===== src/design/autotest_defs.svh =====
/* widths, depths and timeout limits shared by the self-test harness RTL;
   include wherever one of these macros is needed */
`ifndef AUTOTEST_DEFS_SVH
`define AUTOTEST_DEFS_SVH

// operand and UUT output width
`define AT_OPERAND_W 32

// record index width, also the width of the count byte
`define AT_INDEX_W 8

// operand records held between reader and sequencer
`define AT_FIFO_DEPTH 4

// system clocks per SPI half-period
`define AT_SCLK_DIV 2

// system clocks to wait for end_uut
`define AT_UUT_TIMEOUT 256

`endif


===== src/design/autotest_pkg.sv =====
/* shared types of the self-test harness: operand vectors, record index,
   clock select and the state encodings of the reader and the sequencer */
`include "autotest_defs.svh"

package autotest_pkg;

  typedef logic [`AT_OPERAND_W-1:0] operand_t;
  typedef logic [`AT_INDEX_W-1:0]   rec_index_t;
  typedef logic [1:0]               clk_sel_t;

  // SPI reader
  typedef enum logic [2:0] {
    RD_IDLE,
    RD_COMMAND,
    RD_COUNT,
    RD_BYTES,
    RD_HOLD
  } reader_state_t;

  // UUT sequencer
  typedef enum logic [2:0] {
    SEQ_IDLE,
    SEQ_FETCH,
    SEQ_RESET_HOLD,
    SEQ_RUN,
    SEQ_REPORT,
    SEQ_FINISHED
  } seq_state_t;

endpackage : autotest_pkg


===== src/design/vec_stream_if.sv =====
/* valid/ready stream carrying one operand record between harness blocks;
   src drives the record, dst drives ready */
`timescale 1ns/1ps

interface vec_stream_if;

  // record payload
  autotest_pkg::operand_t   data;
  autotest_pkg::rec_index_t index;
  logic                     last;

  // handshake, transfer when both high at a rising edge
  logic valid;
  logic ready;

  modport src (
    output data,
    output index,
    output last,
    output valid,
    input  ready
  );

  modport dst (
    input  data,
    input  index,
    input  last,
    input  valid,
    output ready
  );

endinterface : vec_stream_if


===== src/design/spi_vector_reader.sv =====
/* SPI mode 0 master that issues a 0x03 read at address 0, takes the record
   count byte and streams each 4-byte operand out as a record */
`timescale 1ns/1ps
`include "autotest_defs.svh"

module spi_vector_reader (
  input  logic       clk,
  input  logic       rst_n,
  input  logic       start,
  input  logic       miso,
  output logic       cs,
  output logic       sclk,
  output logic       mosi,
  output logic       no_records,
  vec_stream_if.src  out
);

  localparam int DIV_W = (`AT_SCLK_DIV > 1) ? $clog2(`AT_SCLK_DIV) : 1;

  autotest_pkg::reader_state_t state;
  logic [DIV_W-1:0]            div_cnt;
  logic [5:0]                  bit_cnt;
  logic [31:0]                 tx_sr;
  autotest_pkg::operand_t      rx_sr;
  autotest_pkg::rec_index_t    rec_total;
  autotest_pkg::rec_index_t    rec_cnt;
  logic shifting;
  logic half_tick;
  logic rise_tick;
  logic fall_tick;
  logic cmd_done;
  logic count_done;
  logic opnd_done;

  // sclk only runs while a byte is on the wire
  assign shifting  = state inside {autotest_pkg::RD_COMMAND, autotest_pkg::RD_COUNT,
                                   autotest_pkg::RD_BYTES};
  assign half_tick = shifting && (div_cnt == DIV_W'(`AT_SCLK_DIV - 1));
  assign rise_tick = half_tick && !sclk;
  assign fall_tick = half_tick && sclk;

  // words end on the falling edge after their last sample
  assign cmd_done   = (state == autotest_pkg::RD_COMMAND) && fall_tick && (bit_cnt == 6'd31);
  assign count_done = (state == autotest_pkg::RD_COUNT) && fall_tick && (bit_cnt == 6'd7);
  assign opnd_done  = (state == autotest_pkg::RD_BYTES) && fall_tick &&
                      (bit_cnt == 6'(`AT_OPERAND_W - 1));

  assign mosi       = tx_sr[31];
  assign no_records = count_done && (rx_sr[7:0] == 8'h00);

  always_ff @(posedge clk or negedge rst_n) begin
    if (!rst_n) begin
      state     <= autotest_pkg::RD_IDLE;
      cs        <= 1'b1;
      sclk      <= 1'b0;
      div_cnt   <= '0;
      bit_cnt   <= '0;
      tx_sr     <= '0;
      rec_total <= '0;
      rec_cnt   <= '0;
      out.valid <= 1'b0;
    end else begin
      if (half_tick) begin
        div_cnt <= '0;
        sclk    <= ~sclk;
      end else if (shifting) begin
        div_cnt <= div_cnt + 1'b1;
      end
      // mode 0, next mosi bit goes out on the falling edge
      if (fall_tick) begin
        bit_cnt <= bit_cnt + 1'b1;
        tx_sr   <= tx_sr << 1;
      end

      case (state)
        autotest_pkg::RD_IDLE: begin
          if (start) begin
            cs      <= 1'b0;
            tx_sr   <= {8'h03, 24'h000000};
            bit_cnt <= '0;
            div_cnt <= '0;
            state   <= autotest_pkg::RD_COMMAND;
          end
        end
        autotest_pkg::RD_COMMAND: begin
          if (cmd_done) begin
            bit_cnt <= '0;
            state   <= autotest_pkg::RD_COUNT;
          end
        end
        autotest_pkg::RD_COUNT: begin
          if (count_done) begin
            bit_cnt   <= '0;
            rec_total <= rx_sr[7:0];
            rec_cnt   <= '0;
            if (rx_sr[7:0] == 8'h00) begin
              cs    <= 1'b1;
              state <= autotest_pkg::RD_IDLE;
            end else begin
              state <= autotest_pkg::RD_BYTES;
            end
          end
        end
        autotest_pkg::RD_BYTES: begin
          if (opnd_done) begin
            bit_cnt   <= '0;
            out.valid <= 1'b1;
            state     <= autotest_pkg::RD_HOLD;
          end
        end
        autotest_pkg::RD_HOLD: begin
          // sclk parked low, cs kept low until the record is taken
          if (out.ready) begin
            out.valid <= 1'b0;
            if (out.last) begin
              cs    <= 1'b1;
              state <= autotest_pkg::RD_IDLE;
            end else begin
              rec_cnt <= rec_cnt + 1'b1;
              state   <= autotest_pkg::RD_BYTES;
            end
          end
        end
        default: state <= autotest_pkg::RD_IDLE;
      endcase
    end
  end

  // miso sampled on the rising edge, MSB first
  always_ff @(posedge clk) begin
    if (rise_tick) begin
      rx_sr <= {rx_sr[`AT_OPERAND_W-2:0], miso};
    end
    if (opnd_done) begin
      out.data  <= rx_sr;
      out.index <= rec_cnt;
      out.last  <= (rec_cnt == rec_total - 1'b1);
    end
  end

endmodule : spi_vector_reader


===== src/design/vector_fifo.sv =====
/* circular FIFO holding operand records between the SPI reader and the
   UUT sequencer; push and pop may happen in the same cycle */
`timescale 1ns/1ps
`include "autotest_defs.svh"

module vector_fifo (
  input  logic      clk,
  input  logic      rst_n,
  vec_stream_if.dst in,
  vec_stream_if.src out
);

  localparam int DEPTH = `AT_FIFO_DEPTH;
  localparam int PTR_W = (DEPTH > 1) ? $clog2(DEPTH) : 1;
  localparam int CNT_W = $clog2(DEPTH + 1);

  autotest_pkg::operand_t   data_mem  [DEPTH];
  autotest_pkg::rec_index_t index_mem [DEPTH];
  logic                     last_mem  [DEPTH];

  logic [PTR_W-1:0] wr_ptr;
  logic [PTR_W-1:0] rd_ptr;
  logic [CNT_W-1:0] count;
  logic push;
  logic pop;

  function automatic logic [PTR_W-1:0] ptr_inc(input logic [PTR_W-1:0] ptr);
    return (ptr == PTR_W'(DEPTH - 1)) ? '0 : ptr + 1'b1;
  endfunction

  // flow control straight from occupancy
  assign in.ready  = (count != CNT_W'(DEPTH));
  assign out.valid = (count != '0);
  assign push      = in.valid && in.ready;
  assign pop       = out.valid && out.ready;

  assign out.data  = data_mem[rd_ptr];
  assign out.index = index_mem[rd_ptr];
  assign out.last  = last_mem[rd_ptr];

  always_ff @(posedge clk or negedge rst_n) begin
    if (!rst_n) begin
      wr_ptr <= '0;
      rd_ptr <= '0;
      count  <= '0;
    end else begin
      if (push) begin
        wr_ptr <= ptr_inc(wr_ptr);
      end
      if (pop) begin
        rd_ptr <= ptr_inc(rd_ptr);
      end
      case ({push, pop})
        2'b10:   count <= count + 1'b1;
        2'b01:   count <= count - 1'b1;
        default: count <= count;
      endcase
    end
  end

  always_ff @(posedge clk) begin
    if (push) begin
      data_mem[wr_ptr]  <= in.data;
      index_mem[wr_ptr] <= in.index;
      last_mem[wr_ptr]  <= in.last;
    end
  end

endmodule : vector_fifo


===== src/design/uut_sequencer.sv =====
/* takes one record at a time, applies it to the UUT and pulses its reset,
   then reports the UUT output, error flag or timeout in record order */
`timescale 1ns/1ps
`include "autotest_defs.svh"

module uut_sequencer (
  input  logic                     clk,
  input  logic                     rst_n,
  input  logic                     start,
  input  logic                     no_records,
  input  logic                     end_uut,
  input  logic                     err_uut,
  input  autotest_pkg::operand_t   output_from_uut,
  vec_stream_if.dst                in,
  output logic                     rst_uut,
  output autotest_pkg::operand_t   input_to_uut,
  output logic                     result_valid,
  output autotest_pkg::operand_t   result_data,
  output logic                     result_err,
  output logic                     result_timeout,
  output autotest_pkg::rec_index_t result_index,
  output logic                     done
);

  localparam int TMR_W = $clog2(`AT_UUT_TIMEOUT + 1);

  autotest_pkg::seq_state_t state;
  logic end_meta;
  logic end_sync;
  logic end_prev;
  logic err_meta;
  logic err_sync;
  logic end_rise;
  logic timed_out;
  logic run_end;
  logic [1:0]               hold_cnt;
  logic [TMR_W-1:0]         timer;
  autotest_pkg::rec_index_t cur_index;
  logic                     cur_last;

  assign in.ready  = (state == autotest_pkg::SEQ_FETCH);
  assign end_rise  = end_sync && !end_prev;
  assign timed_out = (timer == TMR_W'(`AT_UUT_TIMEOUT - 1));
  assign run_end   = (state == autotest_pkg::SEQ_RUN) && (end_rise || timed_out);

  // UUT flags come from the clk_uut domain
  always_ff @(posedge clk or negedge rst_n) begin
    if (!rst_n) begin
      end_meta <= 1'b0;
      end_sync <= 1'b0;
      end_prev <= 1'b0;
      err_meta <= 1'b0;
      err_sync <= 1'b0;
    end else begin
      end_meta <= end_uut;
      end_sync <= end_meta;
      end_prev <= end_sync;
      err_meta <= err_uut;
      err_sync <= err_meta;
    end
  end

  always_ff @(posedge clk or negedge rst_n) begin
    if (!rst_n) begin
      state          <= autotest_pkg::SEQ_IDLE;
      rst_uut        <= 1'b1;
      hold_cnt       <= '0;
      timer          <= '0;
      cur_last       <= 1'b0;
      result_valid   <= 1'b0;
      result_err     <= 1'b0;
      result_timeout <= 1'b0;
      result_index   <= '0;
      done           <= 1'b0;
    end else begin
      case (state)
        autotest_pkg::SEQ_IDLE, autotest_pkg::SEQ_FINISHED: begin
          if (start) begin
            done  <= 1'b0;
            state <= autotest_pkg::SEQ_FETCH;
          end
        end
        autotest_pkg::SEQ_FETCH: begin
          if (in.valid) begin
            cur_last <= in.last;
            hold_cnt <= '0;
            state    <= autotest_pkg::SEQ_RESET_HOLD;
          end else if (no_records) begin
            done  <= 1'b1;
            state <= autotest_pkg::SEQ_FINISHED;
          end
        end
        autotest_pkg::SEQ_RESET_HOLD: begin
          // operand settles under reset for 4 clocks
          if (hold_cnt == 2'd3) begin
            rst_uut <= 1'b0;
            timer   <= '0;
            state   <= autotest_pkg::SEQ_RUN;
          end else begin
            hold_cnt <= hold_cnt + 1'b1;
          end
        end
        autotest_pkg::SEQ_RUN: begin
          if (run_end) begin
            rst_uut        <= 1'b1;
            result_valid   <= 1'b1;
            result_index   <= cur_index;
            result_err     <= end_rise && err_sync;
            result_timeout <= !end_rise;
            state          <= autotest_pkg::SEQ_REPORT;
          end else begin
            timer <= timer + 1'b1;
          end
        end
        autotest_pkg::SEQ_REPORT: begin
          result_valid <= 1'b0;
          if (cur_last) begin
            done  <= 1'b1;
            state <= autotest_pkg::SEQ_FINISHED;
          end else begin
            state <= autotest_pkg::SEQ_FETCH;
          end
        end
        default: state <= autotest_pkg::SEQ_IDLE;
      endcase
    end
  end

  // operand and captured output
  always_ff @(posedge clk) begin
    if (in.valid && in.ready) begin
      input_to_uut <= in.data;
      cur_index    <= in.index;
    end
    if (run_end) begin
      result_data <= output_from_uut;
    end
  end

endmodule : uut_sequencer


===== src/design/uut_clock_gen.sv =====
/* makes the UUT clock by dividing the system clock by 2, 4, 8 or 16;
   a new select takes effect only when the divider wraps */
`timescale 1ns/1ps

module uut_clock_gen (
  input  logic                   clk,
  input  logic                   rst_n,
  input  autotest_pkg::clk_sel_t clk_sel,
  output logic                   clk_uut
);

  logic [3:0]             cnt;
  logic [3:0]             cnt_nxt;
  autotest_pkg::clk_sel_t sel_q;
  autotest_pkg::clk_sel_t sel_nxt;

  assign cnt_nxt = cnt + 1'b1;
  // all counter bits are low right after the wrap
  assign sel_nxt = (cnt == 4'hf) ? clk_sel : sel_q;

  always_ff @(posedge clk or negedge rst_n) begin
    if (!rst_n) begin
      cnt     <= '0;
      sel_q   <= '0;
      clk_uut <= 1'b0;
    end else begin
      cnt     <= cnt_nxt;
      sel_q   <= sel_nxt;
      // registered so the mux never shows a glitch
      clk_uut <= cnt_nxt[sel_nxt];
    end
  end

endmodule : uut_clock_gen


===== src/design/autotest_top.sv =====
/* self-test harness top: SPI reader feeds the vector FIFO, the sequencer
   drives the UUT on its divided clock and reports each result */
`timescale 1ns/1ps

module autotest_top (
  input  logic                     clk,
  input  logic                     rst_n,
  output logic                     cs,
  output logic                     sclk,
  output logic                     mosi,
  input  logic                     miso,
  output logic                     clk_uut,
  output logic                     rst_uut,
  output autotest_pkg::operand_t   input_to_uut,
  input  autotest_pkg::operand_t   output_from_uut,
  input  logic                     end_uut,
  input  logic                     err_uut,
  input  logic                     start,
  input  autotest_pkg::clk_sel_t   clk_sel,
  output logic                     result_valid,
  output autotest_pkg::operand_t   result_data,
  output logic                     result_err,
  output logic                     result_timeout,
  output autotest_pkg::rec_index_t result_index,
  output logic                     done
);

  // set when the memory holds an empty vector set
  logic no_records;

  vec_stream_if rd2fifo ();
  vec_stream_if fifo2seq ();

  spi_vector_reader u_reader (
    .clk        (clk),
    .rst_n      (rst_n),
    .start      (start),
    .miso       (miso),
    .cs         (cs),
    .sclk       (sclk),
    .mosi       (mosi),
    .no_records (no_records),
    .out        (rd2fifo.src)
  );

  vector_fifo u_fifo (
    .clk   (clk),
    .rst_n (rst_n),
    .in    (rd2fifo.dst),
    .out   (fifo2seq.src)
  );

  uut_sequencer u_seq (
    .clk             (clk),
    .rst_n           (rst_n),
    .start           (start),
    .no_records      (no_records),
    .end_uut         (end_uut),
    .err_uut         (err_uut),
    .output_from_uut (output_from_uut),
    .in              (fifo2seq.dst),
    .rst_uut         (rst_uut),
    .input_to_uut    (input_to_uut),
    .result_valid    (result_valid),
    .result_data     (result_data),
    .result_err      (result_err),
    .result_timeout  (result_timeout),
    .result_index    (result_index),
    .done            (done)
  );

  uut_clock_gen u_clk_gen (
    .clk     (clk),
    .rst_n   (rst_n),
    .clk_sel (clk_sel),
    .clk_uut (clk_uut)
  );

endmodule : autotest_top


===== config.mk =====
export PLATFORM = sky130hd
export DESIGN_NAME = autotest_top
export DESIGN_NICKNAME = d
export VERILOG_FILES = /design/src/design/autotest_pkg.sv /design/src/design/vec_stream_if.sv /design/src/design/spi_vector_reader.sv /design/src/design/vector_fifo.sv /design/src/design/uut_sequencer.sv /design/src/design/uut_clock_gen.sv /design/src/design/autotest_top.sv
export VERILOG_INCLUDE_DIRS = /design/src /design/src/design
export SDC_FILE = /design/constraint.sdc
export NUM_CORES = 1
export LEC_CHECK = 0
export ABC_CLOCK_PERIOD_IN_PS = 3900
export BUFFER_PORTS_ARGS = -buffer_cell sky130_fd_sc_hd__buf_2
export CAP_MARGIN = 20
export CORE_ASPECT_RATIO = 1.4
export CORE_UTILIZATION = 40
export CTS_CLUSTER_SIZE = 24
export DETAILED_ROUTE_END_ITERATION = 12
export HOLD_SLACK_MARGIN = 0.1
export SLEW_MARGIN = 15
export SYNTH_ARGS = -nofsm -noshare
export SYNTH_HDL_FRONTEND = slang
export SYNTH_SLANG_ARGS = --single-unit

===== constraint.sdc =====
create_clock -name clk -period 3.9 [get_ports clk]
set_input_delay 0.78 -clock clk [delete_from_list [all_inputs] [get_ports clk]]
set_output_delay 0.78 -clock clk [all_outputs]
set_load 0.1 [all_outputs]

==> flow_metrics.py, run 1 <==
metrics = {
    "sta": {
        "period_share_pct": 79.08,
        "finalMaxSlewViolations": 0,
        "max_slew_margin_pct": 36.06,
        "tightest_slew_ps": 959.1,
        "finalSetupTns_ps": 0,
        "max_freq_mhz": 324.2,
        "finalHoldViolCount": 0,
        "fin_crit_ps": 3084,
        "clock_skew_ps": 14.74,
        "grt_setup_unrepaired": "false",
        "setup_viol": 0,
    },
    "clocking": {
        "clockBufferDepth": 3,
        "cts_tree": "built",
        "numCtsBuffers": 40,
        "clock-sinks": 417,
        "clk_pin_slew_ps": 60,
        "post_cts_buffers": 0,
        "clk_latency_ps": 530,
        "cts_resized": 0,
        "cts_hold_buf": 0,
        "cts_root_buf": "clkbuf_16",
        "h-tree-depth": 2,
    },
    "worst_setup_path": {
        "startpoint_type": "register",
        "worst_path_most_repeated_cell": "nor2_1",
        "crit_path_end_kind": "register",
        "arrival_ps": 3310,
        "path_cells": "nor2_1 > nor2_1 > ha_1 > nand4_1 > nor4_1 > and2_2 > buf_12",
        "crit_required_ps": 4130,
        "slowest_stage": "and2_2",
        "path_max_fanout": 21,
        "critical_path_class": "register to register",
        "cpPeakStageDelay_ps": 630,
    },
    "grt": {
        "grt_pass1_wl_um": 42060,
        "grt_max_degree": 73,
        "overflow": 0,
        "track_usage_pct": 13.80,
        "antenna_found_initial": 0,
        "grt_pass1_vias": 7798,
    },
    "synth": {
        "synthCells": 854,
        "syn_area_per_cell_um2": 17.97,
        "synth-main-ff-cell": "edfxtp_1",
        "synth-seq-cells": 417,
        "syn_nets": 909,
        "synth-async-reset-ratio_pct": 25.90,
        "yosys_warnings": 0,
        "synth-seq-area-share_pct": 78.11,
        "synth-edff-count": 309,
        "synth_area_um2": 15340,
        "yosysUniqueCellTypes": 56,
    },
    "min_path": {
        "hp-class": "register to register",
    },
    "route": {
        "vias": 7568,
        "wirelength_um": 26240,
        "avgViaCountPerCell": 5.022,
        "ant_nets": 0,
        "drtPass1Iterations": 6,
        "avgRoutedWirePerCell_um": 17.41,
        "drc": 0,
        "drtIter0Drc": 446,
    },
    "die": {
        "placementRows": 84,
        "dieHeight_um": 233.7,
        "initial_core_util_pct": 40.66,
        "core_um2": 37730,
        "die-area_um2": 39150,
        "io_pins": 121,
        "die_w_um": 167.5,
    },
    "final_layout": {
        "final_layout_size_suffix_gt1_share_pct": 27.08,
        "nFillCells": 3167,
        "fin_util_pct": 47.36,
        "nets": 1058,
        "final_cells": 1507,
        "mostFrequentLayoutCells": "309 x edfxtp_1, 119 x buf_2, 105 x dfrtp_1",
        "antenna_cells": 0,
        "postLayoutCellArea_um2": 17870,
        "syn_to_final_growth_pct": 16.47,
        "final_common_cell": "edfxtp_1",
    },
    "run": {
        "maxCapViolCount": 0,
    },
    "power_and_ir_drop": {
        "power.leakage_nw": 6.437,
        "vdd_ir_drop_max_uv": 456.5,
        "clockPowerShare_pct": 39.6,
        "netSwitchingFraction_pct": 22.22,
        "power_mw": 9.393,
        "power_frac_comb_pct": 5.5,
        "intPower_mw": 7.306,
        "seq_power_share_pct": 55.0,
        "p_per_area_nw_per_um2": 525.7,
        "p_switching_mw": 2.087,
    },
    "place": {
        "place.gp.congestion": 0.7348,
        "dp_hpwl_um": 15940,
        "numPortBuffers": 120,
        "dp_cells": 1433,
        "dpl-instance-area_um2": 16580,
    },
    "run_status": {
        "status": "finished, final reports clean",
    },
}
## area by class of cell
type | instances | area, µm² | area share (%)
inverters | 15 | 56.30 | 0.3151
well taps | 473 | 591.8 | 3.312
clock buffers | 59 | 1164 | 6.512
multi-input cells | 391 | 3186 | 17.83
flip-flops and latches | 417 | 11990 | 67.07
clock inverters | 14 | 107.6 | 0.6022
repair buffers | 138 | 778.2 | 4.355
## state kept, by name (all words and copies together) (netlist names), 3 cells and up
name                cells
u_clk_gen.cnt           4
u_reader.state          3
u_seq.input_to_uut     32
u_fifo.data_mem       128
u_seq.result_data      32
u_reader.out.index      8
u_reader.out.data      32
u_reader.rec_total      8
u_reader.rec_cnt        8
u_seq.cur_index         8
u_reader.tx_sr         32
u_fifo.count            3
u_fifo.index_mem       32
u_seq.timer             9
u_reader.bit_cnt        6
u_seq.state             3
u_fifo.last_mem         4
u_reader.rx_sr         32
u_seq.result_index      8
## cells in the mapped netlist, types with 2 or more instances
cell type  count  area [µm²]
buf_1          2       7.510
nor2b_1        4       25.02
a21oi_1       38       190.2
nand2_1       85       319.1
mux4_2        41       923.4
o21ai_0       15       75.07
or3_1          3       18.77
nor3_1         6       30.03
mux2_2        20       225.2
nand4_1        8       50.05
xnor2_1       11       96.34
clkbuf_1      17       63.81
nor4_1         7       43.79
mux2i_1        6       60.06
nand3_1       18       90.09
a22o_1         4       35.03
dfstp_2        2       52.55
nor2_1        29       108.9
ha_1          14       175.2
and3_1        12       75.07
and2_1         7       43.79
buf_2         11       55.05
o211ai_1       3       22.52
o31ai_1        3       22.52
o21bai_1       2       15.01
nor4b_4        2       47.55
inv_1         15       56.30
edfxtp_1     309        9279
nand3b_1       3       22.52
dfrtp_1      106        2653
nor3b_1        2       15.01
xor2_1        20       175.2
nand2b_1       4       25.02
or3b_2         3       26.28
## worst paths after layout
path | start | to | slack [ps] | cells past startpoint
worst max-delay path | u_reader.state[0] | u_reader.out.index[5] | 820 | 7
worst min-delay path | u_seq.err_meta | u_seq.err_sync | 350 | 0
worst max register to register | u_reader.state[0] | u_reader.out.index[5] | 820 | 7
worst min register to register | u_seq.err_meta | u_seq.err_sync | 350 | 0
max in group asynchronous | rst_n | u_fifo.rd_ptr[0] | 2650 | 2
min in group asynchronous | rst_n | u_clk_gen.cnt[1] | 400 | 1
## metrics by stage
step	setup WS [ps]	hold WS [ps]
finish	815.7	352.7
floorplan	120.7	331.2
detailed placement	834.6	344.8
CTS	802.3	329.0
global placement	954.2	332.7
global route	625.9	331.0
## per-layer routing
layer	track usage, %	part of all wire, %	vias to the layer above
li1	-	-	3543
met1	16.35	41	3858
met2	25.16	54	128
met3	2.660	3.6	39
met4	4.444	2.2	0
met5	0	0	-
## power by group through the flow
stage,clock [mW],combinational (mW),sequential [mW]
6_report,3.72,0.513,5.16
3_5_place_dp,0,0.512,5.25
3_3_place_gp,0,0.504,5.25
4_1_cts,3.85,0.510,5.16
5_1_grt,4.01,0.568,5.19
2_1_floorplan,0,0.265,5.30
## cell families after synthesis
kind of cell | share of synthesized area [%]
compound gates | 3.009
buf+inv | 1.223
xor+xnor | 1.770
mux | 7.878
simple gates | 6.736
fa+ha+maj | 1.272
flops | 78.11
## critical path: cells and delay by family, from the launching register on
family | cells | cell delay (ps)
simple gates | 5 | 1630
flops | 1 | 600
fa+ha+maj | 1 | 260
buf+inv | 1 | 260
Power figures use the tool's default switching activity.
==> run 2: changes to the inputs <==
ABC_AREA = 1   (was default)
ABC_CLOCK_PERIOD_IN_PS = 2550   (was 3900)
clock period = 2.55 ns   (was 3.9 ns; I/O delays follow)
==> flow_metrics.py, run 2 <==
metrics = {
    "clocking": {
        "clk_pin_slew_ps": 60,
        "numCtsBuffers": 40,
        "h-tree-depth": 2,
        "cts_tree": "built",
        "clockBufferDepth": 3,
        "post_cts_buffers": 0,
        "clock-sinks": 417,
        "clk_latency_ps": 530,
        "cts_root_buf": "clkbuf_16",
    },
    "min_path": {
        "hp-class": "input pin to register",
        "holdCritStartpoint": "output_from_uut[15]",
        "hold_depth": 1,
        "holdPathEnd": "u_seq.result_data[15]",
    },
    "sta": {
        "finalMaxSlewViolations": 0,
        "tightest_slew_ps": 650.1,
        "max_slew_margin_pct": 56.66,
        "max_freq_mhz": 457.8,
        "holdWs_ps": 159.0,
        "clock_skew_ps": 17.31,
        "grt_setup_unrepaired": "false",
        "setup_viol": 0,
        "fin_crit_ps": 2184,
        "period_share_pct": 85.66,
        "finalHoldViolCount": 0,
    },
    "synth": {
        "synth.most_common_cell": "edfxtp_1",
        "synthCells": 1198,
        "synth-seq-cells": 417,
        "synth-async-reset-ratio_pct": 25.90,
        "yosysTopAreaCell": "edfxtp_1",
        "synth_area_um2": 15700,
        "synth_top_area_share_pct": 59.10,
        "synth-main-ff-cell": "edfxtp_1",
        "synth-seq-area-share_pct": 76.32,
        "syn_nets": 1253,
        "syn_area_per_cell_um2": 13.11,
        "synthTopCellsByArea": "edfxtp_1 59%, dfrtp_1 17%, nor2_1 4.6%",
        "yosysUniqueCellTypes": 42,
        "synth-edff-count": 309,
        "yosys-top-cells-count": "309 x edfxtp_1, 193 x nor2_1, 161 x nand2_1, 109 x o21ai_0, 106 x dfrtp_1",
        "yosys_warnings": 0,
    },
    "worst_setup_path": {
        "crit_path_end_kind": "register",
        "path_max_fanout": 41,
        "reg2reg_slack_ps": 370,
        "critical_path_class": "register to register",
        "crit_required_ps": 2760,
        "worstReg2RegStart": "u_seq.timer[1]",
        "arrival_ps": 2400,
        "startpoint_type": "register",
        "ff2ff_path_depth": 10,
        "r2r_end": "u_seq.result_data[22]",
    },
    "die": {
        "core_um2": 38610,
        "die-area_um2": 40060,
        "dieHeight_um": 236.4,
        "die_w_um": 169.4,
        "initial_core_util_pct": 40.67,
        "placementRows": 85,
        "io_pins": 121,
    },
    "route": {
        "avgViaCountPerCell": 4.861,
        "wirelength_um": 28990,
        "drtPass1Iterations": 4,
        "drc": 0,
        "ant_nets": 0,
        "avgRoutedWirePerCell_um": 15.31,
        "wl_met3_um": 1096,
        "wl_met2_um": 15170,
        "top_layer_used": "met4",
        "wl_met1_um": 12100,
        "drtIter0Drc": 583,
        "vias": 9207,
    },
    "grt": {
        "grt_max_degree": 85,
        "antenna_found_initial": 0,
        "grt_pass1_vias": 9064,
        "overflow": 0,
        "grt_pass1_wl_um": 46960,
        "track_usage_pct": 14.84,
    },
    "final_layout": {
        "syn_to_final_growth_pct": 17.37,
        "top_register": "u_fifo.data_mem",
        "antenna_cells": 0,
        "largest_reg_flops": 128,
        "nets": 1398,
        "fin_util_pct": 47.74,
        "mostFrequentLayoutCells": "309 x edfxtp_1, 187 x nor2_1, 160 x nand2_1",
        "final_common_cell": "edfxtp_1",
        "final_layout_size_suffix_gt1_share_pct": 17.49,
    },
    "run_status": {
        "status": "finished, final reports clean",
    },
    "run": {
        "maxCapViolCount": 0,
    },
    "power_and_ir_drop": {
        "power.leakage_nw": 7.028,
        "vdd_ir_drop_max_uv": 615.5,
        "p_per_area_nw_per_um2": 1174,
    },
    "place": {
        "place.gp.congestion": 0.7645,
        "dp_hpwl_um": 17210,
        "numPortBuffers": 120,
    },
}
run 2: cell types whose count changed after synthesis, moves of 15 or more:
cell / before / now
inv_1: 15 / 74
mux4_2: 41 / 0
nor3_1: 6 / 34
a21oi_1: 38 / 7
o21ai_0: 15 / 109
mux2_2: 20 / 0
o22ai_1: 0 / 41
nand3_1: 18 / 33
nand2_1: 85 / 161
nor2_1: 29 / 193
run 2: cells by family after synthesis:
| kind of cell | after synthesis | share of synthesized area (%) |
|---|---|---|
| multiplexers | 2 | 0.1275 |
| buffers and inverters | 120 | 3.004 |
| AO/OA/AOI/OAI | 175 | 6.176 |
| flip-flops | 417 | 76.32 |
| adder cells (fa/ha/maj) | 15 | 1.243 |
| AND/OR/NAND/NOR | 454 | 12.29 |
| XOR/XNOR | 15 | 0.8367 |
run 2: repair_timing:
action | 4_1_cts | 5_1_grt
hold buffers | 3 | 0
endpoints found under the hold margin | 25 | 0
resized for setup | 0 | 0
run 2: worst max path at each step:
stage / startpoint / to / slack [ps] / cells past startpoint
global placement: u_reader.state[1] / u_reader.out.data[16] / 410 / 8
detailed placement: u_reader.state[0] / u_reader.out.data[15] / 360 / 8
global route: u_seq.timer[1] / u_seq.state[0] / 80 / 12
CTS: u_reader.state[0] / u_reader.out.data[9] / 340 / 8
finish: u_seq.timer[1] / u_seq.result_data[22] / 370 / 10
floorplan: u_fifo.count[2] / u_fifo.data_mem[0][0] / -440 / 5
run 2: power breakdown:
part	internal, mW	switching [mW]	leakage, nW
Clock	3.36	2.40	0.616
Combinational	1.44	5.28	2.29
Sequential	8.61	0.538	4.12
run 2: metal layers:
layer,vias up,GRT usage [%]
met3,43,2.265
met4,0,4.668
met5,-,0
met1,4538,17.78
met2,170,27.09
li1,4456,-
run 2: final cells by class:
cell class / instances / area [µm²]
inverters: 80 / 304.0
repair buffers: 143 / 908.4
well taps: 522 / 653.1
flip-flops and latches: 417 / 11990
clock inverters: 20 / 205.2
clock buffers: 51 / 1064
multi-input cells: 661 / 3306
fillers: 3337 / 20180
run 2: critical path, cell delays in order, from the launching register on:
cell and delay [ps]:
dfrtp_1 370, ha_1 150, inv_1 50, nor3_1 370, nor3b_1 250, ha_1 170
inv_1 50, nand2_1 60, nand2_1 60, clkinv_1 80, buf_12 220
run 2: per-stage QoR:
stage | instances | area [µm²] | setup WS [ps] | power (mW) | setup TNS (ps)
floorplan | 1198 | 15740 | -438.6 | 14.55 | -87840
global placement | 1820 | 17130 | 406.0 | 15.96 | 0
detailed placement | 1820 | 17130 | 364.8 | 16.10 | 0
CTS | 1894 | 18430 | 341.3 | 21.92 | 0
global route | 1894 | 18430 | 77.21 | 22.73 | 0
finish | 1894 | 18430 | 365.6 | 21.63 | 0
